===== src/design/leg_cfg.svh =====
//##########################################################
// widths and constants for the LEGv8 pipelined core
// included by the packages and by any module needing sizes
//##########################################################
`ifndef LEG_CFG_SVH
`define LEG_CFG_SVH

// register and data bus width
`define LEG_DATA_WIDTH 64

// instruction and data address width
`define LEG_ADDR_WIDTH 32

// instruction word width
`define LEG_INSTR_WIDTH 32

// register file size and index width
`define LEG_REG_COUNT 32
`define LEG_REG_INDEX_WIDTH 5

// X31 always reads as zero
`define LEG_ZERO_REG 31

// fetch address advance per cycle
`define LEG_PC_STEP 4

`endif


===== src/design/legDataPkg.sv =====
//##########################################################
// datapath vector types shared by the core and testbench
//##########################################################
`default_nettype none

`include "leg_cfg.svh"

package legDataPkg;

  // register and memory data
  typedef logic [`LEG_DATA_WIDTH-1:0] dataWord;

  // fetch or load/store address
  typedef logic [`LEG_ADDR_WIDTH-1:0] addrWord;

  // raw instruction word
  typedef logic [`LEG_INSTR_WIDTH-1:0] instrWord;

  // register number, Rn/Rm/Rd/Rt
  typedef logic [`LEG_REG_INDEX_WIDTH-1:0] regIndex;

endpackage

`default_nettype wire


===== src/design/legIsaPkg.sv =====
//##########################################################
// opcode constants and ALU operations for the LEGv8 subset
//##########################################################
`default_nettype none

package legIsaPkg;

  // R-format, full 11-bit match
  localparam logic [10:0] OPC_ADD  = 11'b10001011000;
  localparam logic [10:0] OPC_SUB  = 11'b11001011000;
  localparam logic [10:0] OPC_AND  = 11'b10001010000;
  localparam logic [10:0] OPC_ORR  = 11'b10101010000;
  localparam logic [10:0] OPC_EOR  = 11'b11001010000;

  // I-format, only bits [10:1] are compared
  localparam logic [10:0] OPC_ADDI = 11'b10010001000;
  localparam logic [10:0] OPC_SUBI = 11'b11010001000;

  // D-format loads and stores
  localparam logic [10:0] OPC_LDUR = 11'b11111000010;
  localparam logic [10:0] OPC_STUR = 11'b11111000000;

  // ORR X31, X31, X31
  // writes X31 so it never changes state
  localparam legDataPkg::instrWord NOP_WORD = 32'hAA1F03FF;

  // ALU function select
  typedef enum logic [2:0] {
    aluAdd,
    aluSub,
    aluAnd,
    aluOrr,
    aluEor
  } aluOp;

endpackage

`default_nettype wire


===== src/design/executeUnit.sv =====
//##########################################################
// execute stage: operand B select and 64-bit ALU
// combinational, results wrap and no flags are produced
//##########################################################
`default_nettype none

module executeUnit (
  input  legDataPkg::dataWord operandA,
  input  legDataPkg::dataWord operandB,
  input  legDataPkg::dataWord immValue,
  input  logic                useImm,
  input  legIsaPkg::aluOp     op,
  output legDataPkg::dataWord result
);

  legDataPkg::dataWord operandSel;

  // immediate covers ADDI/SUBI and the load/store offset
  assign operandSel = useImm ? immValue : operandB;

  always_comb begin
    case (op)
      legIsaPkg::aluAdd: begin
        result = operandA + operandSel;
      end
      legIsaPkg::aluSub: begin
        // two's complement wrap
        result = operandA - operandSel;
      end
      legIsaPkg::aluAnd: begin
        result = operandA & operandSel;
      end
      legIsaPkg::aluOrr: begin
        result = operandA | operandSel;
      end
      legIsaPkg::aluEor: begin
        result = operandA ^ operandSel;
      end
      default: begin
        // unused encodings fall back to add
        result = operandA + operandSel;
      end
    endcase
  end

endmodule

`default_nettype wire


===== config.mk =====
export PLATFORM = sky130hd
export DESIGN_NAME = executeUnit
export DESIGN_NICKNAME = d
export VERILOG_FILES = /design/src/design/legDataPkg.sv /design/src/design/legIsaPkg.sv /design/src/design/executeUnit.sv
export VERILOG_INCLUDE_DIRS = /design/src /design/src/design
export SDC_FILE = /design/constraint.sdc
export NUM_CORES = 1
export LEC_CHECK = 0
export ABC_AREA = 1
export BUFFER_PORTS_ARGS = -buffer_cell sky130_fd_sc_hd__buf_2
export CAP_MARGIN = 25
export CORE_UTILIZATION = 41
export DETAILED_ROUTE_END_ITERATION = 10
export MAX_ROUTING_LAYER = met4
export PLACE_DENSITY = 0.69
export SYNTH_ARGS = -nofsm -noshare
export SYNTH_HDL_FRONTEND = slang
export SYNTH_SLANG_ARGS = --single-unit

===== constraint.sdc =====
create_clock -name vclk -period 4.9
set_input_delay 0.98 -clock vclk [all_inputs]
set_output_delay 0.98 -clock vclk [all_outputs]
set_load 0.01 [all_outputs]

==> metrics.txt <==
fin cells=between 3000 and 4000; Slowest-stage cell, CP=ha_2; sequential share of the synthesized area=0; drt total wl=69.1 mm; NumNets Final=around 3500; Via density=between 5 and 6; Final Hold Viols=0; dpl cells=~3400; worst-path maximum fanout=7; Max Cap Violations=0; critical path class=primary input to primary output; first-pass GRT wire length=about 97 mm; Leak Pwr=0.0120 uW; type of the worst min-delay path=primary input to primary output; failing checks=negative setup slack; minimum clock period after layout=between 5000 and 6000 ps; Pwr Density=around 160 nW/um2; Min Hold Slack=2450 ps; DRC violation count after routing=0; share of cells above drive strength 1=0.513; cell area after synthesis=12300 um2; Sw Share=0.572; library cells used by synthesis=roughly 50; CTS Hold Buffers Added=0; Final Setup Violations=55; Initial Utilization=0.422; Gate power share=1.000; # clk buffers=0; Syn Nets=between 2000 and 3000; Crit path buffers/inverters=7; RSZ-0062 raised after global routing=true; core area=around 29000 um2; Synth Area per Inst=about 5.2 um2; FF+latch area=0 um2; most frequent cells in the layout=nand2_1, buf_4, inv_1; Final ANT Viol Nets=0; Die Area=between 30000 and 40000 um2; Final Cycle Share=1.14; sequential power share=0; type of origin of the critical path=primary input; Worst Path Required=roughly 4000 ps; clock share of power=0; Seq cells=0; P_int=1560 uW; Final Max Tran Viols=0; row count=between 60 and 70; GPL Wtd Cong=between 1 and 1.5; Worst path most repeated cell=nand2_1; P_sw=between 2000 and 2500 uW; Die Wd=175 um; Syn Inst Count=between 2000 and 2500; fmax=about 180 MHz; CP max stage delay=around 370 ps; antenna violations before repair=2; Fill cells=about 2200; dpl ws=-1060 ps; Die Ht=~180 um; hpwl dp=around 53 mm; Detailed Routing Iterations Pass 1=6; Area Overhead vs Synth=81.1%; global route overflow=0; WL per Instance=around 20 um; final setup margin=-696 ps; status=finished with violations; Total GRT Usage=0.422; via count=~19000; Rel. slew slack=0.432; # IOs=260; vias in the first global route=roughly 18000; Crit path arrival time=4620 ps; IO Port Bufs=260; VDD IR-drop max=roughly 0.085 mV; largest net degree at the start of global routing=63; Crit. End Element=primary output; CP top delay family=simple AND/OR/NAND/NOR gates; commonest non-fill, non-tap cell in the layout=nand2_1; Initial DRC Count=~1900; Syn. warnings=0; Tightest Pin Transition=850 ps
## what timing repair did
| action | 4_1_cts | 5_1_grt |
|---|---|---|
| gates cloned | 4 | 3 |
| setup endpoints to repair | 57 | 59 |
| resized for setup | 608 | 427 |
| buffers inserted | 53 | 34 |
| pin swaps | 179 | 199 |
## power by group through the flow
| stage | Combinational (uW) | Sequential (uW) | Clock, uW |
|---|---|---|---|
| global route | 3830 | 0 | 0.0000561 |
| detailed placement | 2600 | 0 | 0 |
| floorplan | 1280 | 0 | 0 |
| global placement | 2560 | 0 | 0 |
| CTS | 3080 | 0 | 0 |
| finish | 3640 | 0 | 0.0000611 |
## per-layer routing
layer	global-route usage	vias up	part of all wire
met1	0.564	9002	0.41
met4	0.112	0	0.040
met5	-	-	0
met2	0.665	1066	0.45
met3	0.0555	181	0.10
li1	-	8936	-
## per-stage QoR
stage / instance area [um2] / setup TNS, ps / total power [uW] / util
6_report: 22200 / -25020 / 3640 / 0.764
5_1_grt: 22200 / -32600 / 3830 / 0.764
4_1_cts: 20100 / -16780 / 3080 / 0.691
3_5_place_dp: 17500 / -43990 / 2600 / 0.600
3_3_place_gp: 17500 / -44170 / 2560 / 0.600
2_1_floorplan: 12300 / -9.49 / 1280 / -
## cells in the mapped netlist (all sizes together)
library cell / count / area, um2
a21boi: 1 / 7.51
a21o: 3 / 22.5
a21oi: 94 / 470
a221o: 1 / 10.0
a221oi: 44 / 385
a31oi: 2 / 12.5
a32oi: 1 / 8.76
and2: 2 / 12.5
and3: 1 / 6.26
buf: 19 / 194
clkbuf: 30 / 113
fa: 1 / 20.0
ha: 192 / 2400
inv: 443 / 1670
nand2: 855 / 3300
nand2b: 1 / 6.26
nand3: 84 / 420
nand3b: 7 / 65.1
nand4: 24 / 150
nor2: 311 / 1260
nor2b: 1 / 6.26
nor3: 22 / 115
nor4: 3 / 25.0
o2111ai: 13 / 114
o211ai: 1 / 7.51
o21a: 2 / 15.0
o21ai: 104 / 573
o21bai: 17 / 128
o31a: 1 / 8.76
o31ai: 2 / 15.0
or2: 4 / 25.0
xnor2: 2 / 17.5
xor2: 79 / 692
## path summary, 6_finish.rpt
check	start	to	slack [ps]	cells past startpoint
worst min-delay path	operandA[0]	result[0]	2450	5
worst max-delay path	useImm	result[47]	-700	30
## cells by family after synthesis
family                   synth area share
XOR/XNOR                           0.0578
adder cells (fa/ha/maj)             0.197
buffers and inverters               0.161
AND/OR/NAND/NOR                     0.439
AO/OA/AOI/OAI                       0.145
## area by class of cell
class	count	area [um2]	area share
timing repair buffer	822	6050	0.272
antenna	2	5.00	0.000225
tap	384	480	0.0216
inverter	443	1690	0.0758
timing repair inverter	1	7.51	0.000338
multi-input combinational	1875	14000	0.630
Note: power is estimated with default switching activity, not from simulation.
