### config.mk
export PLATFORM = sky130hd
export DESIGN_NAME = instructionDecoder
export DESIGN_NICKNAME = d
export VERILOG_FILES = /design/src/design/legDataPkg.sv /design/src/design/legIsaPkg.sv /design/src/design/instructionDecoder.sv
export VERILOG_INCLUDE_DIRS = /design/src /design/src/design
export SDC_FILE = /design/constraint.sdc
export NUM_CORES = 1
export LEC_CHECK = 0
export BUFFER_PORTS_ARGS = -buffer_cell sky130_fd_sc_hd__buf_2
export CORE_MARGIN = 3
export CORE_UTILIZATION = 33
export DETAILED_ROUTE_END_ITERATION = 10
export PLACE_DENSITY = 0.85
export SETUP_SLACK_MARGIN = 0.4
export SLEW_MARGIN = 5
export SYNTH_ARGS = -nofsm -noshare
export SYNTH_HDL_FRONTEND = slang
export SYNTH_SLANG_ARGS = --single-unit
### constraint.sdc
create_clock -name vclk -period 3.5
set_clock_uncertainty 0.2 [all_clocks]
set_input_delay 0.35 -clock vclk [all_inputs]
set_output_delay 0.35 -clock vclk [all_outputs]
set_load 0.02 [all_outputs]
### src/design/leg_cfg.svh
//##########################################################
// widths and constants for the LEGv8 pipelined core
// included by the packages and by any module needing sizes
//##########################################################
`ifndef LEG_CFG_SVH
`define LEG_CFG_SVH

// register and data bus width
`define LEG_DATA_WIDTH 64

// instruction and data address width
`define LEG_ADDR_WIDTH 32

// instruction word width
`define LEG_INSTR_WIDTH 32

// register file size and index width
`define LEG_REG_COUNT 32
`define LEG_REG_INDEX_WIDTH 5

// X31 always reads as zero
`define LEG_ZERO_REG 31

// fetch address advance per cycle
`define LEG_PC_STEP 4

`endif

### src/design/legDataPkg.sv
//##########################################################
// datapath vector types shared by the core and testbench
//##########################################################
`default_nettype none

`include "leg_cfg.svh"

package legDataPkg;

  // register and memory data
  typedef logic [`LEG_DATA_WIDTH-1:0] dataWord;

  // fetch or load/store address
  typedef logic [`LEG_ADDR_WIDTH-1:0] addrWord;

  // raw instruction word
  typedef logic [`LEG_INSTR_WIDTH-1:0] instrWord;

  // register number, Rn/Rm/Rd/Rt
  typedef logic [`LEG_REG_INDEX_WIDTH-1:0] regIndex;

endpackage

`default_nettype wire

### src/design/legIsaPkg.sv
//##########################################################
// opcode constants and ALU operations for the LEGv8 subset
//##########################################################
`default_nettype none

package legIsaPkg;

  // R-format, full 11-bit match
  localparam logic [10:0] OPC_ADD  = 11'b10001011000;
  localparam logic [10:0] OPC_SUB  = 11'b11001011000;
  localparam logic [10:0] OPC_AND  = 11'b10001010000;
  localparam logic [10:0] OPC_ORR  = 11'b10101010000;
  localparam logic [10:0] OPC_EOR  = 11'b11001010000;

  // I-format, only bits [10:1] are compared
  localparam logic [10:0] OPC_ADDI = 11'b10010001000;
  localparam logic [10:0] OPC_SUBI = 11'b11010001000;

  // D-format loads and stores
  localparam logic [10:0] OPC_LDUR = 11'b11111000010;
  localparam logic [10:0] OPC_STUR = 11'b11111000000;

  // ORR X31, X31, X31
  // writes X31 so it never changes state
  localparam legDataPkg::instrWord NOP_WORD = 32'hAA1F03FF;

  // ALU function select
  typedef enum logic [2:0] {
    aluAdd,
    aluSub,
    aluAnd,
    aluOrr,
    aluEor
  } aluOp;

endpackage

`default_nettype wire

### src/design/instructionDecoder.sv
//##########################################################
// decode stage logic: fields, immediate and control bits
// purely combinational, fed from the IF/ID latch
//##########################################################
`default_nettype none

`include "leg_cfg.svh"

module instructionDecoder (
  input  legDataPkg::instrWord instr,
  output legDataPkg::regIndex  readIndexA,
  output legDataPkg::regIndex  readIndexB,
  output legDataPkg::regIndex  destIndex,
  output legDataPkg::dataWord  immValue,
  output logic                 useImm,
  output legIsaPkg::aluOp      op,
  output logic                 regWrite,
  output logic                 isLoad,
  output logic                 isStore
);

  logic [10:0] opcode;
  legDataPkg::regIndex rn;
  legDataPkg::regIndex rm;
  legDataPkg::regIndex rd;
  legDataPkg::dataWord aluImm;
  legDataPkg::dataWord addrOffset;
  logic known;

  // field split, rd doubles as Rt for loads and stores
  assign opcode = instr[31:21];
  assign rm     = instr[20:16];
  assign rn     = instr[9:5];
  assign rd     = instr[4:0];

  // ALU immediate, zero extended 12 bits
  assign aluImm = {{(`LEG_DATA_WIDTH-12){1'b0}}, instr[21:10]};
  // DT address, signed 9 bits
  assign addrOffset = {{(`LEG_DATA_WIDTH-9){instr[20]}}, instr[20:12]};

  always_comb begin
    useImm   = 1'b0;
    op       = legIsaPkg::aluAdd;
    isLoad   = 1'b0;
    isStore  = 1'b0;
    known    = 1'b1;
    immValue = aluImm;
    // I-format first, low opcode bit is part of the immediate
    if (opcode[10:1] == legIsaPkg::OPC_ADDI[10:1]) begin
      useImm = 1'b1;
    end else if (opcode[10:1] == legIsaPkg::OPC_SUBI[10:1]) begin
      useImm = 1'b1;
      op     = legIsaPkg::aluSub;
    end else begin
      case (opcode)
        legIsaPkg::OPC_ADD: op = legIsaPkg::aluAdd;
        legIsaPkg::OPC_SUB: op = legIsaPkg::aluSub;
        legIsaPkg::OPC_AND: op = legIsaPkg::aluAnd;
        legIsaPkg::OPC_ORR: op = legIsaPkg::aluOrr;
        legIsaPkg::OPC_EOR: op = legIsaPkg::aluEor;
        legIsaPkg::OPC_LDUR: begin
          // address = Rn + offset
          useImm   = 1'b1;
          immValue = addrOffset;
          isLoad   = 1'b1;
        end
        legIsaPkg::OPC_STUR: begin
          useImm   = 1'b1;
          immValue = addrOffset;
          isStore  = 1'b1;
        end
        // anything else behaves as a nop
        default: known = 1'b0;
      endcase
    end
  end

  assign readIndexA = rn;
  // store data comes out of port B from Rt
  assign readIndexB = isStore ? rd : rm;
  assign destIndex  = rd;

  // no write for stores, unknowns or X31
  assign regWrite = known && !isStore && (rd != `LEG_ZERO_REG);

endmodule

`default_nettype wire

==> summary.md <==
| Metric | Value |
|---|---|
| Area delta synth->final | 14.0% |
| Total core area | 2340 um^2 |
| Logic pwr share | 100.0% |
| Worst min path class | input pin to output port |
| Pwr/cell area | 73.5 nW/um^2 |
| GPL Wtd Cong | 0.736 |
| Routed vias/inst | 4.51 |
| Slew HR | 66.9% |
| Number of cells upsized or downsized after cts | 0 |
| Post-CTS setup buffer count | 0 |
| # clk buffers | 0 |
| Final min period | 2.82 ns |
| Port bufs | 108 |
| Final hold vios | 0 |
| Outcome | finished, final reports clean |
| Static leakage | 0.673 nW |
| VDD IR max | 0.0513 mV |
| Req. time, crit path | 2.95 ns |
| Die area | 3280 um^2 |
| Layout Nets | 197 |
| Fin crit share | 80.7% |
| Synth top cells by count | 62 x buf_4, 11 x mux2_2, 7 x nand2_1, 6 x o21ai_0, 4 x inv_1 |
| Via Count | 861 |
| Initial antenna violation count | 0 |
| Antenna Violating Nets Remaining | 0 |
| Routed Wire Length | 2.20 mm |
| Setup TNS | 0 ns |
| Sequential fraction of the synthesis area | 0% |
| Internal | 30.2 uW |
| Storage element area | 0 um^2 |
| Mean post-synth cell area | 7.47 um^2 |
| RSZ-0062 raised after global routing | false |
| # setup viols final | 0 |
| Yosys Warn Count | 0 |
| Post-route DRC violation count | 0 |
| NetSw | 42.5 uW |
| Clock power frac | 0% |
| First-pass GRT wire length | 3.26 mm |
| Drt pass-1 iters | 4 |
| Post-Syn Instances | 116 |
| Area fraction of the dominant cell type after synthesis | 53.7% |
| Switching Fraction | 58.4% |
| Vias in the first global route | 749 |
| Worst path arrival time | 2.27 ns |
| WS Path Type | input pin to output port |
| Max Cap Viol | 0 |
| Total GRT Usage | 11.8% |
| Crit Path Max Fanout | 52 |
| Die height | 57.3 um |
| Dpl hpwl | 2.00 mm |
| Share of layout cells above drive strength 1 | 76.1% |
| Cells after DPL | 191 |
| Mapped Area | 867 um^2 |
| # IOs | 118 |
| Max-slew violation count | 0 |
| Initial Util | 37.1% |
| Power Total | 72.7 uW |
| Worst setup SP type | input pin |
| Yosys top cell by area | buf_4 |
| Pre-CTS WS | 0.637 ns |
| WL/cell | 11.5 um |
| Count leader, synth | buf_4 |
| Largest net degree at the start of global routing | 53 |
| Iter 0 DRT Violations | 11 |
| Hold_buf cts | 0 |
| Seq_cells | 0 |
| Grt ovf | 0 |
| Element type at the critical path end | output port |
| Fmax | 354 MHz |
| Post-route setup slack | 0.676 ns |
| Largest cells by area after synthesis | buf_4 54%, mux2_2 14%, o21ai_0 3.5% |
| Slew @ Worst Pin | 0.496 ns |
| Syn_nets | 148 |
| Chip Width | 57.3 um |
| N_diodes | 0 |
| Layout Cells excl Fill | 191 |
| Post-synth cell types | 22 |
| Num rows | 17 |
| Sequential Power Share | 0% |
critical path: stages:
cell and delay (ns):
buf_2 0.11, or3b_2 0.54, nor4_4 0.27, buf_4 0.21
nand2_1 0.14, clkinvlp_4 0.39, buf_2 0.25
layer usage:
metal	vias up	global-route usage [%]	routed length, um
met1	358	11.9	671
met4	0	1.66	18
met2	81	23.8	1100
met3	2	3.39	409
li1	420	-	-
met5	-	0	0
metrics by stage:
step / utilization, % / cell area (um^2) / hold slack [ns]
after global placement: 42.2 / 988 / 0.500
after CTS: 42.2 / 988 / 0.500
final: 42.2 / 988 / 0.500
after detailed placement: 42.2 / 988 / 0.500
after floorplan: - / 871 / 0.583
after global routing: 42.2 / 988 / 0.500
area by class of cell:
cell class	count	area (um^2)
inverters	4	18.8
repair buffers	109	548
fillers	249	1350
well taps	28	35.0
multi-input cells	50	387
logic make-up after synthesis:
family / count (synthesis) / synth area share [%]
AO/OA/AOI/OAI: 8 / 5.48
buffers and inverters: 66 / 55.4
multiplexers: 11 / 14.3
AND/OR/NAND/NOR: 31 / 24.8
layout by cell type (no fill, tap or decap), drive strengths merged, types with 2 or more instances in the layout:
| cell type | count |
|---|---|
| nand2b | 2 |
| inv | 3 |
| nand2 | 7 |
| o21ai | 6 |
| nor3 | 3 |
| nor2 | 3 |
| nor2b | 2 |
| buf | 109 |
| mux2 | 11 |
| nand3 | 2 |
| nor4b | 2 |
| nor3b | 3 |
final timing paths:
path                      start       endpoint  slack [ns]  cells after the start
worst max-delay path  instr[26]   immValue[46]        0.68                      7
worst min-delay path   instr[5]  readIndexA[0]        0.50                      0
power groups by stage:
stage,Combinational [mW],Sequential [mW],Clock (mW)
after global placement,0.0724,0,0
after global routing,0.0789,0,0
after detailed placement,0.0730,0,0
after CTS,0.0732,0,0
final,0.0727,0,0
after floorplan,0.0497,0,0
Power figures use the tool's default switching activity.
